--- src/source/lsuPkg.sv ---
package lsuPkg;

    // Minor opcode, bits 3:2 select store (2'b01) or load, bits 1:0 the size
    typedef enum logic [3:0] {
        opLoadByte    = 4'b0000,
        opLoadWord    = 4'b0001,
        opLoadDouble  = 4'b0010,
        opLoadQuad    = 4'b0011,
        opStoreByte   = 4'b0100,
        opStoreWord   = 4'b0101,
        opStoreDouble = 4'b0110,
        opStoreQuad   = 4'b0111
    } minorOpT;

    // Request stage contents
    typedef enum logic [1:0] {
        stEmpty = 2'b00,
        stLoad  = 2'b01,
        stStore = 2'b10
    } stageStateT;

    // Any opcode outside 4'b01xx is treated as a load
    function automatic logic isStore(input minorOpT op);
        return !op[3] && op[2];
    endfunction

endpackage

--- src/source/memPkg.sv ---
package memPkg;

    // Fixed data width, the byte-lane logic is written for two lanes
    localparam int DataWidth = 16;
    localparam int MemWords  = 512;

    // Byte address is the word index plus one lane bit
    localparam int WordIdxWidth  = $clog2(MemWords);
    localparam int ByteAddrWidth = WordIdxWidth + 1;

    typedef logic [DataWidth-1:0] dataWordT;

    // Word index of a byte address
    function automatic logic [WordIdxWidth-1:0] wordIndex(input logic [ByteAddrWidth-1:0] byteAddr);
        return byteAddr[ByteAddrWidth-1:1];
    endfunction

    // High lane is selected by an odd address
    function automatic logic isHighLane(input logic [ByteAddrWidth-1:0] byteAddr);
        return byteAddr[0];
    endfunction

endpackage
--- src/source/byteLaneAligner.sv ---
module byteLaneAligner
    import memPkg::*;
    import lsuPkg::*;
#(
    parameter int AddrWidth = 10
) (
    input  minorOpT              op,
    input  logic [AddrWidth-1:0] addr,
    input  dataWordT             memWord,
    input  dataWordT             storeData,
    output dataWordT             loadWord,
    output dataWordT             storeWord
);

    logic hiLane;

    assign hiLane = isHighLane(addr);

    // Size field only, load and store share the lane rules
    always_comb begin
        case (op[1:0])
            2'b00: begin
                // Byte access, lane picked by address bit 0
                if (hiLane) begin
                    loadWord  = {8'h00, memWord[15:8]};
                    storeWord = {storeData[7:0], memWord[7:0]};
                end else begin
                    loadWord  = {8'h00, memWord[7:0]};
                    storeWord = {memWord[15:8], storeData[7:0]};
                end
            end
            2'b01: begin
                loadWord  = memWord;
                storeWord = storeData;
            end
            default: begin
                // Double and quad are not implemented
                loadWord  = '1;
                storeWord = '1;
            end
        endcase
    end

endmodule

--- config.mk ---
export PLATFORM = sky130hd
export DESIGN_NAME = byteLaneAligner
export DESIGN_NICKNAME = d
export VERILOG_FILES = /design/src/source/lsuPkg.sv /design/src/source/memPkg.sv /design/src/source/byteLaneAligner.sv
export SDC_FILE = /design/constraint.sdc
export NUM_CORES = 1
export LEC_CHECK = 0
export ABC_AREA = 1
export ABC_CLOCK_PERIOD_IN_PS = 1330
export BUFFER_PORTS_ARGS = -buffer_cell sky130_fd_sc_hd__buf_4
export CORE_ASPECT_RATIO = 1.1
export CORE_UTILIZATION = 38
export DETAILED_ROUTE_END_ITERATION = 6
export PLACE_DENSITY = 0.93
export SLEW_MARGIN = 20
export SYNTH_ARGS = -nofsm -noshare
export SYNTH_HDL_FRONTEND = slang
export SYNTH_SLANG_ARGS = --single-unit
export TNS_END_PERCENT = 20
--- constraint.sdc ---
create_clock -name vclk -period 1.33
set_input_delay 0.266 -clock vclk [all_inputs]
set_output_delay 0.266 -clock vclk [all_outputs]
set_load 0.005 [all_outputs]
==> implementation parameters <==
Parameter                              Value

Outcome
  Status    complete, no violations

STA
  Fmax    786 MHz
  Actual transition at the worst max-transition pin    0.282 ns
  Fin Setup TNS    0 ns
  Tmin final    1.27 ns
  Final number of hold-violating endpoints    0
  Final cycle utilization of the critical path    95.7%
  Final slew viol count    0
  Setup repair after global routing missed its margin    yes
  Setup-failing EPs final    0
  Remaining max-slew budget at the tightest pin    81.2%

Power and ir drop
  Cell Int Power    0.000226 W
  Net Sw Power    0.000195 W
  Total power density per cell area    321 nW/um^2
  Worst IR drop on VDD    220 uV
  Part of the total power dissipated in sequential elements    0%
  Overall power after layout    0.000421 W
  Share of total power in the clock network    0%
  Static Leakage    0.815 nW
  Share of power burned in combinational logic    100.0%
  Net switching fraction of the power    46.3%

Placement
  Half-perimeter wire length after detailed placement    1950 um
  IO buf count    67
  Global placer's final weighted congestion    0.768

Floorplan
  I/O pin total    78
  Effective utilization at floorplan    42.2%
  Die Area    2230 um^2
  Core region area    1840 um^2
  Die Span X    45.1 um
  DIE HEIGHT    49.4 um
  Number of placement rows    16

Worst hold path
  Classification of the worst-slack hold path    in -> out
  Launch instance of the worst min-delay path    memWord[3]

Job
  Max_cap viols    0

Drt
  Number of vias after detailed routing    1228
  Antenna Nets Post-Route    0
  DR iter-0 viols    33
  Vias/cell    4.47
  Number of DRC violations after detailed routing    0
  TritonRoute pass-1 iters    4
  Wire length per cell    8.84 um
  Total Routed Length    2430 um

GRT
  Maximum number of pins on one net before global-route repair    18
  Met1 demand-to-capacity share in global routing    31.4%
  Fraction of met3 tracks used by global routing    0%
  Global-route track usage on met2    41.3%
  Global-route wire length before repair    4170 um
  Most congested layer reported by global routing    met2
  GRT Resource Usage Total    23.1%
  Number of antenna violations at the first check in global routing    0
  Via count of the first global-routing pass    1003
  Global-route congestion overflow total    0

Yosys
  Mapped Cells    183
  Mapped cell area    777 um^2
  Synth cell types    13
  Mean instance size in the synthesized netlist    4.25 um^2
  Register area share after synthesis    0%
  Synthesized netlist net count    229
  Yosys warning count    0

Critical path
  Stage delay of the slowest cell on the critical path    0.16 ns
  Arr. time, crit path    1.01 ns
  Critical path start-end classification    in -> out
  Required time of the critical path    1.06 ns
  Launch point of the worst path    op[1]
  Number of buffers and inverters on the critical path    3
  Cell class contributing the biggest share of worst-path delay    buffers and inverters
  End of the critical path    storeWord[5]
  WP depth    6
  Sort of element at the end of the critical path    primary output
  Cell with the biggest individual delay on the critical path    sky130_fd_sc_hd__buf_4
  Type of origin of the critical path    input pin
  Ordered cell list for the critical path    buf_4 > nor2_4 > buf_4 > nand2_1 > o21ai_1 > buf_4
  Cell occurring most often along the worst timing path    sky130_fd_sc_hd__buf_4
  Maximum fanout count along the critical path    8

Cells and area
  Final sequential cell count    0
  P&R area growth vs syn    68.9%
  Proportion of layout cells with a drive suffix above 1    31.9%
  Antenna cells    0
  Sequential cell area    0 um^2
  Layout Nets    296
  # clk buffers    0
  Final core area utilization    71.3%

CTS
  Hold-fix buffer count after cts    0
[synth_stat cells, drive strengths merged]
cell type / number / share of area (%)
buf: 10 / 9.5
inv: 31 / 15
a21oi: 9 / 5.8
o21ai: 10 / 6.4
nand2: 104 / 50
nand3: 10 / 6.4
nor2: 9 / 6.3
[worst min path at each step]
stage | endpoint | slack (ns) | cells after the start
after floorplan | loadWord[11] | 0.62 | 2
after global placement | loadWord[3] | 0.80 | 4
after detailed placement | loadWord[6] | 0.81 | 4
after CTS | loadWord[6] | 0.81 | 4
after global routing | loadWord[13] | 0.82 | 4
final | loadWord[3] | 0.81 | 4
[per-layer routing]
| metal | wire length (um) | up-vias |
|---|---|---|
| li1 | - | 670 |
| met3 | 140 | 0 |
| met5 | 0 | - |
| met1 | 1040 | 507 |
| met2 | 1250 | 51 |
| met4 | 0 | 0 |
[repair_timing]
| item | CTS | global route |
|---|---|---|
| gates resized for setup | 0 | 4 |
| setup endpoints to repair | 0 | 11 |
| setup buffers | 0 | 0 |
[stage by stage]
step	setup slack (ns)	std cells	hold slack (ns)	instance area, um^2
global placement	0.0109	275	0.804	1310
detailed placement	0.00557	275	0.810	1310
CTS	0.00604	275	0.810	1310
floorplan	0.227	183	0.623	777
finish	0.0573	275	0.811	1310
global route	-0.0254	275	0.821	1310
[cell type report]
| type | instances | area (um^2) |
|---|---|---|
| repair buffers | 75 | 576 |
| well taps | 27 | 33.8 |
| multi-input cells | 142 | 584 |
| fillers | 181 | 529 |
| inverters | 31 | 119 |
[cells in the final DEF (no fill, tap or decap), drive strengths merged]
cell,n
nand2,104
nor2,9
inv,31
buf,75
o21ai,10
nand3,10
a21oi,9
[kinds of logic after synthesis]
family	count (synthesis)	share of synthesized area, %
and+or+nand+nor	123	63.0
buffers and inverters	41	24.8
AOI/OAI and AO/OA	19	12.2
[power by group through the flow]
stage               clock [W]  combinational, W  sequential (W)
global route                0          0.000475               0
CTS                         0          0.000422               0
detailed placement          0          0.000420               0
global placement            0          0.000415               0
finish                      0          0.000421               0
floorplan                   0          0.000191               0
Power figures use the tool's default switching activity.
