`src/source/memPkg.sv`:
```
package memPkg;

    // Fixed data width, the byte-lane logic is written for two lanes
    localparam int DataWidth = 16;
    localparam int MemWords  = 512;

    // Byte address is the word index plus one lane bit
    localparam int WordIdxWidth  = $clog2(MemWords);
    localparam int ByteAddrWidth = WordIdxWidth + 1;

    typedef logic [DataWidth-1:0] dataWordT;

    // Word index of a byte address
    function automatic logic [WordIdxWidth-1:0] wordIndex(input logic [ByteAddrWidth-1:0] byteAddr);
        return byteAddr[ByteAddrWidth-1:1];
    endfunction

    // High lane is selected by an odd address
    function automatic logic isHighLane(input logic [ByteAddrWidth-1:0] byteAddr);
        return byteAddr[0];
    endfunction

endpackage
```
`src/source/writebackBuffer.sv`:
```
module writebackBuffer
    import memPkg::*;
#(
    parameter int RegAddrWidth = 4
) (
    input  logic                    clk,
    input  logic                    arstN,

    // Fill side from the request stage
    input  logic                    push,
    input  logic [RegAddrWidth-1:0] pushDest,
    input  dataWordT                pushData,
    output logic                    full,

    // Writeback handshake
    output logic                    wbValid,
    input  logic                    wbReady,
    output logic [RegAddrWidth-1:0] wbDest,
    output dataWordT                wbData
);

    logic take;

    assign take    = full && wbReady;
    assign wbValid = full;

    // Occupancy flag
    always_ff @(posedge clk or negedge arstN) begin
        if (!arstN) begin
            full <= 1'b0;
        end else if (push) begin
            full <= 1'b1;
        end else if (take) begin
            full <= 1'b0;
        end
    end

    // Payload, refilled in the cycle it drains
    always_ff @(posedge clk) begin
        if (push) begin
            wbDest <= pushDest;
            wbData <= pushData;
        end
    end

    // Controller must not overwrite a result that is still waiting
    pushWhileFull: assert property (
        @(posedge clk) disable iff (!arstN)
        push |-> (!full || wbReady)
    );

endmodule

```
`config.mk`:
```
export PLATFORM = sky130hd
export DESIGN_NAME = writebackBuffer
export DESIGN_NICKNAME = d
export VERILOG_FILES = /design/src/source/memPkg.sv /design/src/source/writebackBuffer.sv
export SDC_FILE = /design/constraint.sdc
export NUM_CORES = 1
export LEC_CHECK = 0
export BUFFER_PORTS_ARGS = -buffer_cell sky130_fd_sc_hd__clkbuf_2
export CORE_MARGIN = 2
export CORE_UTILIZATION = 41
export CTS_CLUSTER_DIAMETER = 80
export DETAILED_ROUTE_END_ITERATION = 7
export PLACE_DENSITY_LB_ADDON = 0.08
export REMOVE_ABC_BUFFERS = 1
export SLEW_MARGIN = 20
export SYNTH_ARGS = -nofsm -noshare
export SYNTH_HDL_FRONTEND = slang
export SYNTH_SLANG_ARGS = --single-unit
```
`constraint.sdc`:
```
create_clock -name clk -period 1.6 [get_ports clk]
set_input_delay 0.08 -clock clk [delete_from_list [all_inputs] [get_ports clk]]
set_output_delay 0.08 -clock clk [all_outputs]
set_load 0.01 [all_outputs]
```
==> metrics, run 1 <==
largest net degree at the start of global routing 22; insertion delay to the later sink of the worst-skew pair 0.30 ns; fin crit period 0.9276 ns; Achievable Freq 1.078 GHz; clock sinks 21; H-tree depth 1; hold endpoint full; syn avg cell area ~27 sq um; cells along the critical path clkbuf_2; Nets between 100 and 150; final hold violation count 0; GRT Util Overall 14.83%; Slew @ Worst Pin 0.4892 ns; Syn Inst Count 24; CTS buffer count 3; CP bufs+invs 1; setup TNS 0 ns; WHS ~0.032 ns; delay-heaviest family, CP flip-flops; worst r2r path cells 1; PortBufs 45; grt ovf 0; drt wl/cell around 12 um; CP arrival 0.85 ns; top cells by area, synth edfxtp_1 (93%), dfrtp_1 (3.9%), a21o_1 (1.2%); Post-DRT Antenna Nets 0; Clock Pin Slew Worst Setup and Hold Paths 0.12 ns; DRC Markers 0; I/O pin count 46; Pwr Density 937.7 nW/um^2; Slowest-stage cell, CP dfrtp_1; hold-critical path depth 3; post_cts resized 0; WL final around 1300 um; max capacitance violation total 0; Syn-to-layout area delta 73.79%; CTS tree done; FILL cells 91; synth warn 0; required time worst endpoint 1.52 ns; Reg-to-Reg Start full; max incr delay on CP 0.42 ns; sequential fraction of the synthesis area 97.09%; Final GP Congestion a little over 0.6; row count 14; Die Wd 43.65 um; Root Driver clkbuf_4; routed vias 475; CTS max path bufs 2; unrepaired setup endpoints after global routing no; Worst Hold Class in -> reg; crit path kind reg -> out; Final period util 57.97%; crit end category primary output; initial antenna violation count 0; CP Max Fanout 3; worst vdd ir 0.6375 mV; vias per cell 4.358; run status finished, final reports clean; dpl hpwl between 700 and 800 um; die area 1905 sq um; Leak 0.5093 nW; DIE HEIGHT 43.65 um; core area 1489 sq um; worst reg2reg path endpoint full; Worst Hold Launch wbReady; Iter 0 DRT Violations 6; area leader, netlist edfxtp_1; Slew HR 67.39%; number of global-route vias before repair 439; Yosys top cell area share 93.20%; fin. max-slew vios 0; initial core utilization 43.28%; share of cells above drive strength 1 between 50% and 60%; Final Skew 0 ns; Mapped Area around 640 sq um; reg2reg setup slack 0.90 ns; Startpoint Class flip-flop; diode count 0; DR pass1 iterations 4; Distinct cells, synth 5; Synth Register Bits 21; first-pass GRT wire length 1932 um; Setup Viol. Count Final 0
[flip-flops by register name, indices dropped and copies added (netlist names)]
signal / cells
wbData: 16
full: 1
wbDest: 4
[cells in the mapped netlist]
cell and number:
edfxtp_1 20, a21o_1 1, inv_1 1, buf_4 1, dfrtp_1 1
[cell type report]
class,count,area [sq um],share of cell area [%]
clock buffer,3,22.52,2.011
clock inverter,1,5.005,0.4469
inverter,1,3.754,0.3352
multi-input combinational,1,7.507,0.6704
sequential,21,625.6,55.87
tap,16,20.02,1.788
timing repair buffer,66,435.4,38.88
[cell families after synthesis]
family          synth area share, %
flops                         97.09
buf+inv                       1.747
compound gates                1.165
[worst max-delay path by stage]
stage                     startpoint        end  slack [ns]  cells past startpoint
after floorplan                 full       full        0.86                      1
after global placement          push  wbData[2]        0.75                      1
after detailed placement        push  wbData[2]        0.74                      1
after CTS                       full    wbValid        0.67                      1
after global routing       wbData[1]  wbData[1]        0.63                      1
final                           full    wbValid        0.67                      1
[layer usage]
| metal | up-vias | part of all wire, % | global-route usage, % |
|---|---|---|---|
| met1 | 219 | 35 | 15.30 |
| li1 | 230 | - | - |
| met2 | 26 | 57 | 26.47 |
| met4 | 0 | 0 | 9.091 |
| met5 | - | 0 | 0 |
| met3 | 0 | 7.7 | 3.750 |
[power breakdown]
| group | total [mW] | switching (mW) | internal [mW] |
|---|---|---|---|
| Clock | 0.247 | 0.154 | 0.0930 |
| Sequential | 0.661 | 0.0118 | 0.649 |
| Combinational | 0.143 | 0.0615 | 0.0811 |
| Total | 1.05 | 0.227 | 0.823 |
[placed cells by master (no fill, tap or decap), drive strengths merged]
master and n:
a21o 1, dfrtp 1, clkinv 1, clkbuf 48, inv 1, dlygate4sd3 21
edfxtp 20
[repair_timing]
action,CTS,global route
hold endpoints to repair,21,0
hold buffers,21,0
buffers inserted,0,0
[per-stage QoR]
step	util (%)	power (mW)	setup slack (ns)	instance area (sq um)	instances
2_1_floorplan	-	0.7001	0.8605	636.9	23
3_3_place_gp	59.24	0.7741	0.7451	882.1	84
3_5_place_dp	59.24	0.7755	0.7376	882.1	84
4_1_cts	75.21	1.055	0.6683	1120	109
5_1_grt	75.21	1.093	0.6294	1120	109
6_report	75.21	1.050	0.6724	1120	109
No activity file was read; power rests on OpenSTA's default activity.
==> run 2, diff against run 1 <==
--- a/config.mk
+++ b/config.mk
@@ -5,9 +5,10 @@
 export SDC_FILE = /design/constraint.sdc
 export NUM_CORES = 1
 export LEC_CHECK = 0
+export ABC_AREA = 1
 export BUFFER_PORTS_ARGS = -buffer_cell sky130_fd_sc_hd__clkbuf_2
 export CORE_MARGIN = 2
-export CORE_UTILIZATION = 41
+export CORE_UTILIZATION = 38
 export CTS_CLUSTER_DIAMETER = 80
 export DETAILED_ROUTE_END_ITERATION = 7
 export PLACE_DENSITY_LB_ADDON = 0.08
==> constraint.sdc (replaced) <==
create_clock -name clk -period 0.95 [get_ports clk]
set_input_delay 0.0475 -clock clk [delete_from_list [all_inputs] [get_ports clk]]
set_output_delay 0.0475 -clock clk [all_outputs]
set_load 0.01 [all_outputs]
==> run 2 against run 1 <==
Non-clock buffer count grew 2. Critical path depth is the same. Power grew 68%. Sequential share of layout area shrank 1.6 points. First-iteration DRC count is the same. Count of clock-buffer cells in the layout grew 1. Register-to-register slack lost 0.56 ns. Synthesized cell count grew 8.3%.
==> metrics, run 2 <==
run status finished, final reports clean; Nets 122 (+3.4%); drt wl/cell 11.56 um (-2.5%); core area 1559 sq um (+4.7%); Critical Path Stages 1 (unchanged); final hold violation count 0 (unchanged); largest net degree at the start of global routing 22 (unchanged); synth cell count leaders edfxtp_1 (20), inv_1 (2), nand2_1 (2); WL final 1306 um (+1.1%); Distinct cells, synth 5 (unchanged); share of cells above drive strength 1 50.52% (-2.2 points); fin. max-slew vios 0 (unchanged); PortBufs 45 (unchanged); Synth async-reset ratio 4.762% (unchanged); placed inst area 905.9 sq um (+2.7%); diode count 0 (unchanged); Post-Place Cells 87 (+3.6%); reg2reg setup slack 0.34 ns (-0.56 ns); worst reg2reg path endpoint full; CTS buffer count 3 (unchanged); Die Wd 45.30 um (+3.8%); I/O pin count 46 (unchanged); required time worst endpoint 0.90 ns (-0.62 ns); sequential fraction of the synthesis area 96.53% (-0.56 points); Root Driver clkbuf_4; max capacitance violation total 0 (unchanged); delay-heaviest family, CP flip-flops; initial antenna violation count 0 (unchanged); FILL cells 111 (+22%); row count 14 (unchanged); crit path capture full; Achievable Freq 1.150 GHz; Slew HR 92.53% (+25 points); Slew @ Worst Pin 0.1120 ns (-0.3772 ns); most common cell after layout, fill and taps aside clkbuf_2; H-tree depth 1 (unchanged); vias per cell 4.204 (-3.5%); die area 2052 sq um (+7.7%); syn avg cell area 24.93 sq um (-7.2%); CP Max Fanout 3 (unchanged); grt ovf 0 (unchanged); Syn-to-layout area delta 77.80%; DRC Markers 0 (unchanged); Final GP Congestion 0.6577 (+6.1%); EDFF count, synth 20 (unchanged); first-pass GRT wire length 1883 um (-2.5%); Clock Pin Slew Worst Setup and Hold Paths 0.10 ns (-0.02 ns); CTS max path bufs 2 (unchanged); insertion delay to the later sink of the worst-skew pair 0.28 ns (-0.02 ns); synth warn 0 (unchanged); setup TNS 0 ns (unchanged); initial core utilization 41.57% (-1.7 points); max incr delay on CP 0.40 ns (-0.02 ns); Finished Layout Cells 113 (+3.7%); Reg-to-Reg Start full; Layout Cell Area excl Fill 1152 sq um (+2.9%); Mapped Area 648.1 sq um (+0.58%); Top reg by flops wbData; Syn Inst Count 26 (+8.3%); critical path startpoint full; Leak 0.5256 nW (+3.2%); crit end category primary output; DIE HEIGHT 45.30 um (+3.8%); Yosys top cell area share 92.66% (-0.54 points); crit path kind reg -> out; Final period util between 90% and 100%; number of global-route vias before repair 483 (+10%); Iter 0 DRT Violations 6 (unchanged); worst r2r path cells 2 (+1); CP bufs+invs 1 (unchanged); unrepaired setup endpoints after global routing no; routed vias 475 (unchanged); CTS tree done; commonest cells after routing, fill and taps aside clkbuf_2 (45), dlygate4sd3_1 (22), edfxtp_1 (20); Post-DRT Antenna Nets 0 (unchanged); Synth Register Bits 21 (unchanged); CP arrival 0.82 ns (-0.03 ns); clock sinks 21 (unchanged); number of flip-flops in the largest register 16 (unchanged); Top Registers wbData x16, wbDest x4, full x1; area leader, netlist edfxtp_1; Worst Hold Class in -> async; Setup Viol. Count Final 0 (unchanged); fin crit period 0.8694 ns; Startpoint Class flip-flop; GRT Util Overall 13.73% (-1.1 points); DR pass1 iterations 6 (+2); Pwr Density 1533 nW/um^2 (+63%); Synth Flop Type edfxtp_1; top cells by area, synth edfxtp_1 (93%), dfrtp_1 (3.9%), buf_4 (1.2%); Final Skew 0 ns (unchanged); Slowest-stage cell, CP dfrtp_1; cells along the critical path clkbuf_2; worst vdd ir 1.141 mV (+79%); top-count cell post-synth edfxtp_1
run 2: changes by cell type after synthesis, sizes merged:
cell,change
a21o,-1
inv,+1
nand2,+2
run 2: cell type report:
cell class / count / area, sq um / share of cell area (%)
timing repair buffer: 68 / 465.4 / 40.39
clock buffer: 4 / 26.28 / 2.280
inverter: 2 / 7.507 / 0.6515
tap: 16 / 20.02 / 1.737
multi-input combinational: 2 / 7.507 / 0.6515
sequential: 21 / 625.6 / 54.29
run 2: kinds of logic after synthesis:
kind of cell,Yosys count,synth area share [%]
simple gates,2,1.159
flops,21,96.53
buf+inv,3,2.317
run 2: timing repair:
item,in CTS,in global routing
gates resized for setup,0,0
hold buffers,22,0
setup buffers,0,0
endpoints found under the hold margin,22,0
run 2: how the worst min path moves through the flow:
stage | to | start | slack (ns) | cells past startpoint
finish | full | arstN | 0.07 | 2
global route | full | arstN | 0.05 | 2
floorplan | full | arstN | -0.25 | 0
global placement | full | arstN | -0.18 | 1
detailed placement | full | arstN | -0.17 | 1
CTS | full | arstN | 0.05 | 2
run 2: routing by layer:
layer  GRT usage, %  vias up  wire length, um
li1               -      238                -
met2          25.43       23              761
met3          4.800        2               80
met1          12.53      212              447
met4          8.235        0               16
met5              0        -                0
run 2: where the power goes:
part           leakage [nW]  switching, mW  internal (mW)
clock network        0.0150          0.239          0.163
logic                 0.304          0.107          0.148
registers             0.207         0.0175           1.09
total                 0.526          0.364           1.40
run 2: stage by stage:
| step | hold slack [ns] | worst slack [ns] | utilization (%) | total power [mW] |
|---|---|---|---|---|
| 4_1_cts | 0.05335 | 0.06260 | 73.92 | 1.784 |
| 2_1_floorplan | -0.2481 | 0.2740 | - | 1.180 |
| 3_5_place_dp | -0.1743 | 0.3320 | 58.11 | 1.317 |
| 6_report | 0.06891 | 0.08056 | 73.92 | 1.766 |
| 3_3_place_gp | -0.1780 | 0.3351 | 58.11 | 1.314 |
| 5_1_grt | 0.04575 | 0.03062 | 73.92 | 1.851 |
