--- src/source/lsuPkg.sv ---
package lsuPkg;

    // Minor opcode, bits 3:2 select store (2'b01) or load, bits 1:0 the size
    typedef enum logic [3:0] {
        opLoadByte    = 4'b0000,
        opLoadWord    = 4'b0001,
        opLoadDouble  = 4'b0010,
        opLoadQuad    = 4'b0011,
        opStoreByte   = 4'b0100,
        opStoreWord   = 4'b0101,
        opStoreDouble = 4'b0110,
        opStoreQuad   = 4'b0111
    } minorOpT;

    // Request stage contents
    typedef enum logic [1:0] {
        stEmpty = 2'b00,
        stLoad  = 2'b01,
        stStore = 2'b10
    } stageStateT;

    // Any opcode outside 4'b01xx is treated as a load
    function automatic logic isStore(input minorOpT op);
        return !op[3] && op[2];
    endfunction

endpackage

--- src/source/memPkg.sv ---
package memPkg;

    // Fixed data width, the byte-lane logic is written for two lanes
    localparam int DataWidth = 16;
    localparam int MemWords  = 512;

    // Byte address is the word index plus one lane bit
    localparam int WordIdxWidth  = $clog2(MemWords);
    localparam int ByteAddrWidth = WordIdxWidth + 1;

    typedef logic [DataWidth-1:0] dataWordT;

    // Word index of a byte address
    function automatic logic [WordIdxWidth-1:0] wordIndex(input logic [ByteAddrWidth-1:0] byteAddr);
        return byteAddr[ByteAddrWidth-1:1];
    endfunction

    // High lane is selected by an odd address
    function automatic logic isHighLane(input logic [ByteAddrWidth-1:0] byteAddr);
        return byteAddr[0];
    endfunction

endpackage
--- src/source/lsuControl.sv ---
module lsuControl
    import memPkg::*;
    import lsuPkg::*;
#(
    parameter int RegAddrWidth = 4,
    parameter int AddrWidth    = 10
) (
    input  logic                    clk,
    input  logic                    arstN,

    // Request handshake
    input  logic                    reqValid,
    output logic                    reqReady,
    input  minorOpT                 reqOp,
    input  logic [RegAddrWidth-1:0] reqDest,
    input  logic [AddrWidth-1:0]    reqAddr,
    input  dataWordT                reqData,

    // Flash port
    input  logic                    flashEn,
    input  logic [AddrWidth-1:0]    flashAddr,
    input  dataWordT                flashData,

    // Memory control
    input  dataWordT                storeWord,
    output logic [AddrWidth-1:0]    memRdAddr,
    output logic                    memWrEn,
    output logic [AddrWidth-1:0]    memWrAddr,
    output dataWordT                memWrData,

    // Held request for the aligner
    output minorOpT                 heldOp,
    output logic [AddrWidth-1:0]    heldAddr,
    output dataWordT                heldData,

    // Writeback buffer
    output logic                    bufPush,
    output logic [RegAddrWidth-1:0] bufDest,
    input  logic                    bufFull,
    input  logic                    wbReady
);

    stageStateT stage;
    logic       readyEn;
    logic       loadDone;
    logic       storeDone;
    logic       stageFree;
    logic       reqFire;

    // Load leaves when the buffer is empty or drains this cycle
    assign loadDone  = (stage == stLoad) && (!bufFull || wbReady);
    assign storeDone = (stage == stStore) && !flashEn;

    // A held store blocks new requests, giving a bubble before the next read
    assign stageFree = (stage == stEmpty) || loadDone;
    assign reqReady  = readyEn && !flashEn && stageFree;
    assign reqFire   = reqValid && reqReady;

    // Hold off the first cycle out of reset
    always_ff @(posedge clk or negedge arstN) begin
        if (!arstN) begin
            readyEn <= 1'b0;
        end else begin
            readyEn <= 1'b1;
        end
    end

    // Stage state machine
    always_ff @(posedge clk or negedge arstN) begin
        if (!arstN) begin
            stage <= stEmpty;
        end else if (reqFire) begin
            stage <= isStore(reqOp) ? stStore : stLoad;
        end else if (loadDone || storeDone) begin
            stage <= stEmpty;
        end
    end

    // Request payload
    always_ff @(posedge clk) begin
        if (reqFire) begin
            heldOp   <= reqOp;
            heldAddr <= reqAddr;
            heldData <= reqData;
            bufDest  <= reqDest;
        end
    end

    // Stalled load keeps re-reading its own word
    assign memRdAddr = reqFire ? reqAddr : heldAddr;

    // Flash has priority on the write port
    assign memWrEn   = flashEn || storeDone;
    assign memWrAddr = flashEn ? flashAddr : heldAddr;
    assign memWrData = flashEn ? flashData : storeWord;

    assign bufPush = loadDone;

    // Flash loading is only expected while the unit is idle or loading
    noStoreDuringFlash: assert property (
        @(posedge clk) disable iff (!arstN)
        flashEn |-> (stage != stStore)
    );

    // No request enters an empty stage while flashing
    noAcceptDuringFlash: assert property (
        @(posedge clk) disable iff (!arstN)
        (flashEn && stage == stEmpty) |=> (stage == stEmpty)
    );

endmodule

--- config.mk ---
export PLATFORM = sky130hd
export DESIGN_NAME = lsuControl
export DESIGN_NICKNAME = d
export VERILOG_FILES = /design/src/source/lsuPkg.sv /design/src/source/memPkg.sv /design/src/source/lsuControl.sv
export SDC_FILE = /design/constraint.sdc
export NUM_CORES = 1
export LEC_CHECK = 0
export BUFFER_PORTS_ARGS = -buffer_cell sky130_fd_sc_hd__buf_4
export CAP_MARGIN = 40
export CORE_ASPECT_RATIO = 1.25
export CORE_MARGIN = 2
export CORE_UTILIZATION = 35
export DETAILED_ROUTE_END_ITERATION = 7
export PLACE_DENSITY = 0.79
export SLEW_MARGIN = 30
export SYNTH_ARGS = -nofsm -noshare
export SYNTH_HDL_FRONTEND = slang
export SYNTH_SLANG_ARGS = --single-unit
--- constraint.sdc ---
create_clock -name clk -period 4.43 [get_ports clk]
set_input_delay 0.2215 -clock clk [delete_from_list [all_inputs] [get_ports clk]]
set_output_delay 0.2215 -clock clk [all_outputs]
set_load 0.005 [all_outputs]
==> results of run 1 <==
## area by class of cell
| type | instances | share of cell area [%] |
|---|---|---|
| repair buffers | 155 | 41.0 |
| clock buffers | 5 | 2.42 |
| multi-input cells | 49 | 18.2 |
| well taps | 58 | 2.55 |
| flip-flops and latches | 37 | 35.0 |
| inverters | 2 | 0.264 |
| clock inverters | 3 | 0.616 |
## metal layers
metal / up-vias / wire (microns) / track usage (%)
met1: 619 / 1680 / 18.5
met4: 0 / 46 / 5.87
met2: 94 / 2640 / 35.4
li1: 660 / - / -
met5: - / 0 / 0
met3: 4 / 448 / 6.02
## worst paths after layout
check                                 start            to  slack [ns]  cells past startpoint
worst max-delay path               stage[1]  memRdAddr[0]        1.93                      5
worst min-delay path             reqData[1]   heldData[1]        0.11                      1
worst max register to register     stage[1]   heldAddr[0]        2.46                      4
worst min register to register  heldAddr[2]   heldAddr[2]        0.53                      1
max in group asynchronous             arstN      stage[1]        4.08                      2
min in group asynchronous             arstN      stage[0]        0.26                      2
## state kept, by name, summed over array words and instances, names as in the netlist
signal    flops
heldAddr     10
readyEn       1
heldOp        4
stage         2
bufDest       4
heldData     16
## critical path: stages (launching register included)
cell      delay (ns)
dfrtp_1         0.43
nor4bb_1        0.27
nand2_1         0.15
inv_2           0.59
mux2_2          0.42
buf_4           0.14
## synthesized netlist by cell type (all sizes together)
cell    count  share of area, %
buf         4               2.3
a21o        1              0.48
nand2       1              0.24
nor2b       2              0.80
nor4bb      1              0.64
edfxtp     24                46
mux2       36                28
o21ai       1              0.32
o22ai       1              0.40
and3        1              0.40
inv         2              0.48
dfrtp       3               4.8
nor3        1              0.32
nand3b      1              0.48
conb        1              0.24
nor2        1              0.24
a21bo       1              0.64
dfxtp      10                13
## power by group
group	switching (uW)	internal, uW
logic	98.6	209
registers	27.3	409
clock network	116	108
total	242	726
## per-stage QoR
step | hold slack (ns) | area (sq um) | std cells
2_1_floorplan | -0.0741 | 1560 | 92
3_3_place_gp | 0.0121 | 2750 | 300
3_5_place_dp | 0.0110 | 2750 | 300
4_1_cts | 0.104 | 2850 | 309
5_1_grt | 0.100 | 2850 | 309
6_report | 0.114 | 2850 | 309
## kinds of logic (layout without fill, tap and decap cells)
kind of cell    after synthesis  count (layout)  synth area share, %
compound gates                4               4                 1.85
buf+inv                       6             165                 2.73
flops                        37              37                 64.0
mux                          36              36                 28.0
other cells                   1               1                0.241
simple gates                  8               8                 3.14
==> reports/results.tsv, run 1 <==
stage	metric	value	unit
outcome	status	complete, no violations	
synthesis	synthesis.nets	174	
floorplan	dieArea	0.00500	sq mm
finish	multi_input_area	517	sq um
sta	fin_crit	2.50	ns
power_and_ir_drop	totalPowerFinal	968	uW
sta	fin_skew	0.00731	ns
sta	finalWorstSetupSlack	1.93	ns
placed_design	dpl.hpwl	3880	microns
synthesis	syn_area_per_cell	16.9	sq um
sta	fmax	401	MHz
sta	rsz0062_at_grt	no	
grt	grt_usage	18.5	%
finish	fin_util	65.8	%
clock_tree	cts.repair.resized	0	
drt	first_pass_iters	4	
power_and_ir_drop	ir_drop	149	uV
sta	tightest_slew	0.776	ns
critical_path	required	4.21	ns
finish	final_common_cell	buf_4	
drt	via_per_inst	4.46	
clock_tree	clockRootBuffer	clkbuf_8	
clock_tree	cts_hold_buf	1	
sta	slew_headroom	48.2	%
clock_tree	ctsHtreeMaxLevel	2	
clock_tree	cts_buffers	5	
placed_design	gp_congestion	0.754	
drt	ant_nets	0	
floorplan	die_width	63.6	microns
placed_design	portBuffers	154	
drt	drt_iter0_drc	42	
grt	grt_max_degree	35	
synthesis	yosys_warnings	0	
grt	grt_pass1_wl	6870	microns
floorplan	die_h	78.5	microns
floorplan	fp-row-count	27	
finish	fillerInstances	357	
finish	drive_gt1_share	79.7	%
sta	hold_viol	0	
drt	wl	4810	microns
synthesis	ys_types	21	
sta	finalSetupViolCount	0	
grt	overflow	0	
critical_path	cp_max_fo	34	
sta	period_share	56.3	%
clock_tree	cts_setup_buffers	0	
finish	layout_common_cells	154 x buf_4, 28 x mux2_2, 24 x edfxtp_1	
grt	grt_pass1_vias	1335	
critical_path	crit_type	register to output pin	
floorplan	core	0.00432	sq mm
sta	slew_violations	0	
clock_tree	cts_max_path_buffers	2	
drt	wl_per_cell	15.6	microns
placed_design	dp_worst_setup_slack	2.14	ns
clock_tree	cts_sinks	37	
power_and_ir_drop	powerDensity	340	mW/mm^2
flow_run	cap_violations	0	
sta	finalSetupTns	0	ns
floorplan	ios	155	
synthesis	synth-seq-cells	37	
finish	final_nets	332	
floorplan	start_util	36.0	%
critical_path	critPathLaunchType	register	
clock_tree	clk_pin_slew	0.08	ns
drt	vias	1377	
finish	register_area	996	sq um
synthesis	yosysSeqAreaShare	64.0	%
synthesis	synth_area	0.00156	sq mm
power_and_ir_drop	p_leak	0.00135	uW
grt	antenna_found_initial	0	
synthesis	syn_inst	92	
clock_tree	clk_latency	0.28	ns
critical_path	critPathArrivalTime	2.27	ns
drt	drc	0	
finish	antennaDiodeCount	0	
clock_tree	cts_tree	yes	
finish	area_delta_synth_final	82.9	%
min_path	worst_hold_path_type	input pin to register	
critical_path	cp-end-kind	output pin	
Note: power is estimated with default switching activity, not from simulation.
==> run 2: changes to the inputs <==
Settings changed: ABC_AREA set to 1, CORE_UTILIZATION 35 to 33, PLACE_DENSITY 0.79 to 0.77.
Clock period 4.43 ns to 2.2 ns, I/O delays scaled along.
==> run 2 against run 1 <==
Final area rose by 11%; flip-flop and latch count unchanged; synthesized cell count rose by 93%; core utilization increased by 1.1 points; worst hold slack got worse by 0.0092 ns; area after synthesis is 4.1% higher; largest power group unchanged; via count up 34%; critical endpoint is now heldData[10]; critical path type is now register to register; first-iteration DRC count increased to 2.9 times the previous value; clock-buffer cell count increased by 1.
==> reports/results.tsv, run 2 <==
stage	metric	value	unit	change
sta	slew_violations	0		unchanged
clock_tree	clk_pin_slew	0.07	ns	was 0.08 ns
clock_tree	clk_latency	0.29	ns	was 0.28 ns
placed_design	placed_cell_area	0.00281	sq mm	was 0.00275 sq mm
sta	finalSetupViolCount	0		unchanged
critical_path	crit_family	simple AND/OR/NAND/NOR gates		was buffers and inverters
floorplan	start_util	34.2	%	was 36.0%
min_path	hold_end	heldAddr[4]		was heldData[1]
finish	reg_top3	heldData: 16 flops, heldAddr: 10 flops		unchanged
synthesis	synth_xor_area_share	0	%	unchanged
synthesis	yosysSeqAreaShare	61.5	%	was 64.0%
finish	multi_input_area	531	sq um	was 517 sq um
synthesis	yosys_warnings	0		unchanged
grt	grt_pass1_wl	7820	microns	was 6870 microns
floorplan	core	0.00473	sq mm	was 0.00432 sq mm
critical_path	crit_path_cell_trace	nor2_8 > nand3_2 > inv_1 > buf_4		was nor4bb_1 > nand2_1 > inv_2 > mux2_2 > buf_4
floorplan	ios	155		unchanged
grt	grt_max_degree	29		was 35
clock_tree	clockRootBuffer	clkbuf_8		unchanged
synthesis	synth_compound_area_share	0.618	%	was 1.85%
min_path	worst_hold_path_type	input pin to register		unchanged
floorplan	fp-row-count	28		was 27
critical_path	critPathArrivalTime	1.60	ns	was 2.27 ns
drt	drt_iter0_drc	121		was 42
critical_path	critPathLaunchType	register		unchanged
finish	layout_common_cells	156 x buf_4, 104 x nand2_1, 25 x dlygate4sd3_1		was 154 x buf_4, 28 x mux2_2, 24 x edfxtp_1
finish	area_delta_synth_final	95.4	%	was 82.9%
synthesis	synth-seq-cells	37		unchanged
clock_tree	cts_max_path_buffers	2		unchanged
synthesis	yosysMostFrequentCell	nand2_1		was mux2_2
finish	final_nets	439		was 332
placed_design	dpl.hpwl	3970	microns	was 3880 microns
drt	via_per_inst	4.40		was 4.46
finish	regMostFlops	heldData		unchanged
floorplan	die_width	66.7	microns	was 63.6 microns
sta	finalSetupTns	0	ns	unchanged
synthesis	syn_area_per_cell	9.10	sq um	was 16.9 sq um
grt	antenna_found_initial	0		unchanged
synthesis	ys_types	17		was 21
finish	instances_no_fill	418		was 309
critical_path	max_stage_delay	0.44	ns	was 0.59 ns
drt	wl	5210	microns	was 4810 microns
synthesis	synth_area	0.00162	sq mm	was 0.00156 sq mm
sta	rsz0062_at_grt	no		unchanged
flow_run	cap_violations	0		unchanged
clock_tree	cts_buffers	5		unchanged
critical_path	rr_startpoint	stage[1]		unchanged
finish	final_common_cell	buf_4		unchanged
power_and_ir_drop	p_leak	0.00166	uW	was 0.00135 uW
grt	overflow	0		unchanged
synthesis	syn_inst	178		was 92
critical_path	critPathSlowestCell	dfrtp_1		was inv_2
synthesis	synth_ff_type	edfxtp_1		unchanged
clock_tree	cts_setup_buffers	0		unchanged
synthesis	synth_adder_area_share	0	%	unchanged
clock_tree	cts_tree	yes		unchanged
sta	fmax	611	MHz	
finish	fin_area	0.00316	sq mm	was 0.00285 sq mm
sta	fin_crit	1.64	ns	
sta	period_share	74.4	%	
min_path	holdPathStages	3		was 1
synthesis	synth_top_family_by_area	simple AND/OR/NAND/NOR gates		was multiplexers
drt	ant_nets	0		unchanged
power_and_ir_drop	totalPowerFinal	2040	uW	was 968 uW
finish	register_area	996	sq um	unchanged
finish	largest_reg_flops	16		unchanged
min_path	min_from	reqAddr[4]		was reqData[1]
synthesis	synth-simple-area-share	31.9	%	was 3.14%
drt	vias	1840		was 1,377
critical_path	r2r_cells	4		unchanged
synthesis	async_flop_share	8.11	%	unchanged
placed_design	placed_cells	385		was 300
synthesis	synth_edf_count	24		unchanged
drt	first_pass_iters	4		unchanged
outcome	status	complete, no violations		unchanged
critical_path	ff2ff_setup_slack	0.56	ns	was 2.46 ns
grt	grt_pass1_vias	1743		was 1,335
synthesis	synth_mux_area_share	0	%	was 28.0%
floorplan	dieArea	0.00549	sq mm	was 0.00500 sq mm
finish	drive_gt1_share	46.4	%	was 79.7%
placed_design	portBuffers	154		unchanged
critical_path	crit_path_start	stage[1]		unchanged
placed_design	gp_congestion	0.724		was 0.754
sta	fin_skew	0.00407	ns	was 0.00731 ns
floorplan	die_h	82.3	microns	was 78.5 microns
synthesis	synth_commonest_cells	104 x nand2_1, 24 x edfxtp_1, 12 x nand4_1		was 28 x mux2_2, 24 x edfxtp_1, 10 x dfxtp_1
synthesis	synth_area_leaders	edfxtp_1 45%, nand2_1 24%, dfxtp_1 12%		was edfxtp_1 46%, mux2_2 20%, dfxtp_1 13%
synthesis	synthesis.nets	260		was 174
grt	grt_usage	19.1	%	was 18.5%
critical_path	cp-end-kind	register		was output pin
drt	drc	0		unchanged
critical_path	cp_max_fo	24		was 34
finish	antennaDiodeCount	0		unchanged
sta	hold_viol	0		unchanged
critical_path	path_buf_inv	2		unchanged
clock_tree	ctsHtreeMaxLevel	2		unchanged
critical_path	rr_endpoint	heldData[10]		was heldAddr[0]
finish	fillerInstances	403		was 357
drt	wl_per_cell	12.5	microns	was 15.6 microns
critical_path	crit_type	register to register		was register to output pin
clock_tree	cts_sinks	37		unchanged
synthesis	yosys.area.top_type_share	44.5	%	was 46.3%
critical_path	required	2.17	ns	was 4.21 ns
synthesis	synth_top_cell_by_area	edfxtp_1		unchanged
power_and_ir_drop	powerDensity	646	mW/mm^2	was 340 mW/mm^2
power_and_ir_drop	ir_drop	252	uV	was 149 uV
## run 2: report_power, final
part           total, uW  internal, uW  switching, uW
clock network        562           334            228
registers            876           819           57.2
logic                606           367            239
## run 2: logic make-up after synthesis
| group | count (synthesis) |
|---|---|
| AO/OA/AOI/OAI | 2 |
| buffers and inverters | 17 |
| flip-flops | 37 |
| other | 1 |
| AND/OR/NAND/NOR | 121 |
## run 2: through the flow
stage,hold WS [ns],setup slack [ns],utilization [%]
2_1_floorplan,-0.186,0.547,-
4_1_cts,0.0977,0.541,66.9
3_3_place_gp,-0.100,0.414,59.4
6_report,0.105,0.562,66.9
3_5_place_dp,-0.0967,0.378,59.4
5_1_grt,0.0998,0.415,66.9
## run 2: final cells by class
| class | instances | share of cell area (%) |
|---|---|---|
| Sequential cell | 37 | 31.5 |
| Tap cell | 60 | 2.37 |
| Multi-Input combinational cell | 124 | 16.8 |
| Inverter | 8 | 1.11 |
| Clock buffer | 6 | 2.29 |
| Clock inverter | 2 | 1.07 |
| Timing Repair Buffer | 181 | 44.9 |
## run 2: repair_timing
action / in CTS / in global routing
hold endpoints to repair: 27 / 0
gates resized for setup: 0 / 0
hold buffers: 25 / 0
## run 2: how the worst max path moves through the flow
stage	end	slack, ns	depth (start not counted)
2_1_floorplan	bufDest[0]	0.55	4
4_1_cts	memRdAddr[5]	0.54	5
6_report	heldData[10]	0.56	4
3_5_place_dp	bufDest[2]	0.38	7
5_1_grt	memRdAddr[9]	0.41	5
3_3_place_gp	bufDest[2]	0.41	7
## run 2: worst register-to-register path, cell delays in order, from the launching register on
cell	delay, ns
dfrtp_1	0.44
nor2_8	0.23
nand3_2	0.23
inv_1	0.11
buf_4	0.30
## run 2: metal layers
metal / vias to the layer above / part of all wire [%] / global-route usage [%]
li1: 929 / - / -
met1: 816 / 37 / 21.9
met2: 83 / 53 / 33.9
met3: 12 / 7.2 / 4.88
met4: 0 / 2.4 / 7.55
met5: - / 0 / 0
==> run 3: changes to the inputs <==
Settings changed: CORE_UTILIZATION 33 to 35, PLACE_DENSITY 0.77 to 0.78.
Clock period 2.2 ns to 1.6 ns, I/O delays scaled along.
==> run 3 against run 2 <==
Sequential power up 37%; maximum frequency up 9.5%; clock power up 41%; clock skew about the same; power up 39%; via count up 1.0%; largest cell class unchanged; largest power group unchanged.
==> reports/results.tsv, run 3 (synthesis gave the netlist of run 2 again) <==
stage	metric	value	unit	change
grt	grtUsageMet2	39.6	%	was 33.9%
clock_tree	cts_tree	yes		unchanged
critical_path	critPathSlowestCell	clkinvlp_4		was dfrtp_1
finish	fin_area	0.00319	sq mm	was 0.00316 sq mm
drt	wl_per_cell	13.0	microns	was 12.5 microns
finish	final_common_cell	buf_4		unchanged
clock_tree	clockRootBuffer	clkbuf_8		unchanged
drt	wl	5440	microns	was 5210 microns
sta	hold_viol	0		unchanged
clock_tree	clk_latency	0.29	ns	about the same
floorplan	dieArea	0.00519	sq mm	was 0.00549 sq mm
finish	antennaDiodeCount	0		unchanged
clock_tree	cts_hold_buf	25		unchanged
floorplan	die_width	64.8	microns	was 66.7 microns
sta	fmax	668	MHz	was 611 MHz
drt	drt_iter0_drc	84		was 121
clock_tree	cts.repair.resized	0		unchanged
drt	vias	1859		was 1,840
critical_path	cp-end-kind	register		unchanged
sta	holdWs	0.0750	ns	was 0.105 ns
critical_path	crit_path_cell_trace	nand3_1 > nand3_2 > clkinvlp_4		was nor2_8 > nand3_2 > inv_1 > buf_4
power_and_ir_drop	powerDensity	889	mW/mm^2	was 646 mW/mm^2
finish	layout_common_cells	159 x buf_4, 104 x nand2_1, 25 x dlygate4sd3_1		was 156 x buf_4, 104 x nand2_1, 25 x dlygate4sd3_1
sta	tightest_slew	0.504	ns	
drt	first_pass_iters	4		unchanged
critical_path	path_buf_inv	1		was 2
sta	period_share	93.5	%	was 74.4%
floorplan	fp-row-count	27		was 28
critical_path	max_stage_delay	0.43	ns	was 0.44 ns
critical_path	required	1.48	ns	was 2.17 ns
grt	grt_usage	20.5	%	was 19.1%
critical_path	critPathArrivalTime	1.38	ns	was 1.60 ns
finish	area_delta_synth_final	97.2	%	was 95.4%
grt	grt_pass1_wl	8090	microns	was 7820 microns
floorplan	ios	155		unchanged
power_and_ir_drop	p_leak	0.00167	uW	was 0.00166 uW
finish	instances_no_fill	419		was 418
finish	drive_gt1_share	47.4	%	was 46.4%
placed_design	gp_congestion	0.784		was 0.724
finish	regMostFlops	heldData		unchanged
finish	fillerInstances	375		was 403
clock_tree	ctsHtreeMaxLevel	2		unchanged
sta	fin_crit	1.50	ns	was 1.64 ns
grt	met1_usage	20.8	%	was 21.9%
clock_tree	cts_setup_buffers	0		unchanged
grt	grt_max_degree	28		was 29
grt	antenna_found_initial	0		unchanged
sta	rsz0062_at_grt	no		unchanged
critical_path	critPathLaunchType	register		unchanged
drt	ant_nets	0		unchanged
finish	reg_top3	heldData: 16 flops, heldAddr: 10 flops		unchanged
clock_tree	clk_pin_slew	0.07	ns	about the same
sta	slew_headroom	66.4	%	
critical_path	crit_type	register to register		unchanged
outcome	status	complete, no violations		unchanged
floorplan	die_h	80.0	microns	was 82.3 microns
placed_design	portBuffers	154		unchanged
sta	finalSetupViolCount	0		unchanged
floorplan	start_util	36.6	%	was 34.2%
drt	drc	0		unchanged
placed_design	placed_cell_area	0.00283	sq mm	was 0.00281 sq mm
sta	finalSetupTns	0	ns	unchanged
placed_design	dpl.hpwl	4010	microns	was 3970 microns
grt	grt_pass1_vias	1757		was 1,743
grt	gr-max-usage-layer	met2		unchanged
grt	grt.met3_usage	4.23	%	was 4.88%
placed_design	placed_cells	386		was 385
clock_tree	cts_buffers	5		unchanged
critical_path	crit_family	buffers and inverters		was simple AND/OR/NAND/NOR gates
min_path	worst_hold_path_type	input pin to register		unchanged
drt	via_per_inst	4.44		was 4.40
clock_tree	cts_max_path_buffers	2		unchanged
grt	overflow	0		unchanged
flow_run	cap_violations	0		unchanged
finish	final_nets	442		was 439
critical_path	cp_max_fo	24		unchanged
sta	slew_violations	0		unchanged
sta	fin_skew	0.00440	ns	was 0.00407 ns
power_and_ir_drop	ir_drop	697	uV	was 252 uV
floorplan	core	0.00443	sq mm	was 0.00473 sq mm
clock_tree	cts_sinks	37		unchanged
finish	largest_reg_flops	16		unchanged
run 3: changes by cell type in the layout (fill, tap and decap cells not counted):
cell,delta
buf_4,+3
clkinv_1,-1
clkinv_4,+1
clkinvlp_4,+1
inv_1,-1
run 3: path summary, 6_finish.rpt:
kind	from	endpoint	slack (ns)	depth (start not counted)
setup reg to reg	stage[0]	heldOp[1]	0.10	3
max in group asynchronous	arstN	readyEn	1.40	2
hold reg to reg	heldAddr[8]	heldAddr[8]	0.49	2
hold / removal	reqAddr[8]	heldAddr[8]	0.07	3
setup / recovery	stage[0]	heldOp[1]	0.10	3
min in group asynchronous	arstN	stage[0]	0.11	2
run 3: per-stage QoR:
stage	util [%]	total power, uW	setup WS (ns)
after floorplan	-	1470	0.145
after global placement	64.0	2000	0.159
after detailed placement	64.0	2020	0.112
after CTS	72.2	2860	0.0966
after global routing	72.2	2980	0.00720
final	72.2	2840	0.104
run 3: where the power goes:
part           total (uW)  leakage [uW]  internal (uW)  switching (uW)
registers            1200      0.000342           1130            77.1
clock network         795     0.0000554            468             327
logic                 840       0.00127            510             330
run 3: area by class of cell:
| cell class | count | area (sq um) | share of cell area [%] |
|---|---|---|---|
| Clock buffer | 6 | 72.6 | 2.27 |
| Clock inverter | 2 | 38.8 | 1.21 |
| Inverter | 8 | 38.8 | 1.21 |
| Multi-Input combinational cell | 124 | 531 | 16.6 |
| Sequential cell | 37 | 996 | 31.2 |
| Tap cell | 58 | 72.6 | 2.27 |
| Timing Repair Buffer | 184 | 1440 | 45.2 |
run 3: routing by layer:
metal | vias to the layer above | wire length (microns)
li1 | 940 | -
met1 | 832 | 1840
met2 | 77 | 3110
met3 | 10 | 353
met4 | 0 | 132
met5 | - | 0
run 3: tightest hold or removal path, delay by kind of cell:
kind / cells / cell delay (ns)
buf+inv: 1 / 0.08
simple gates: 2 / 0.16
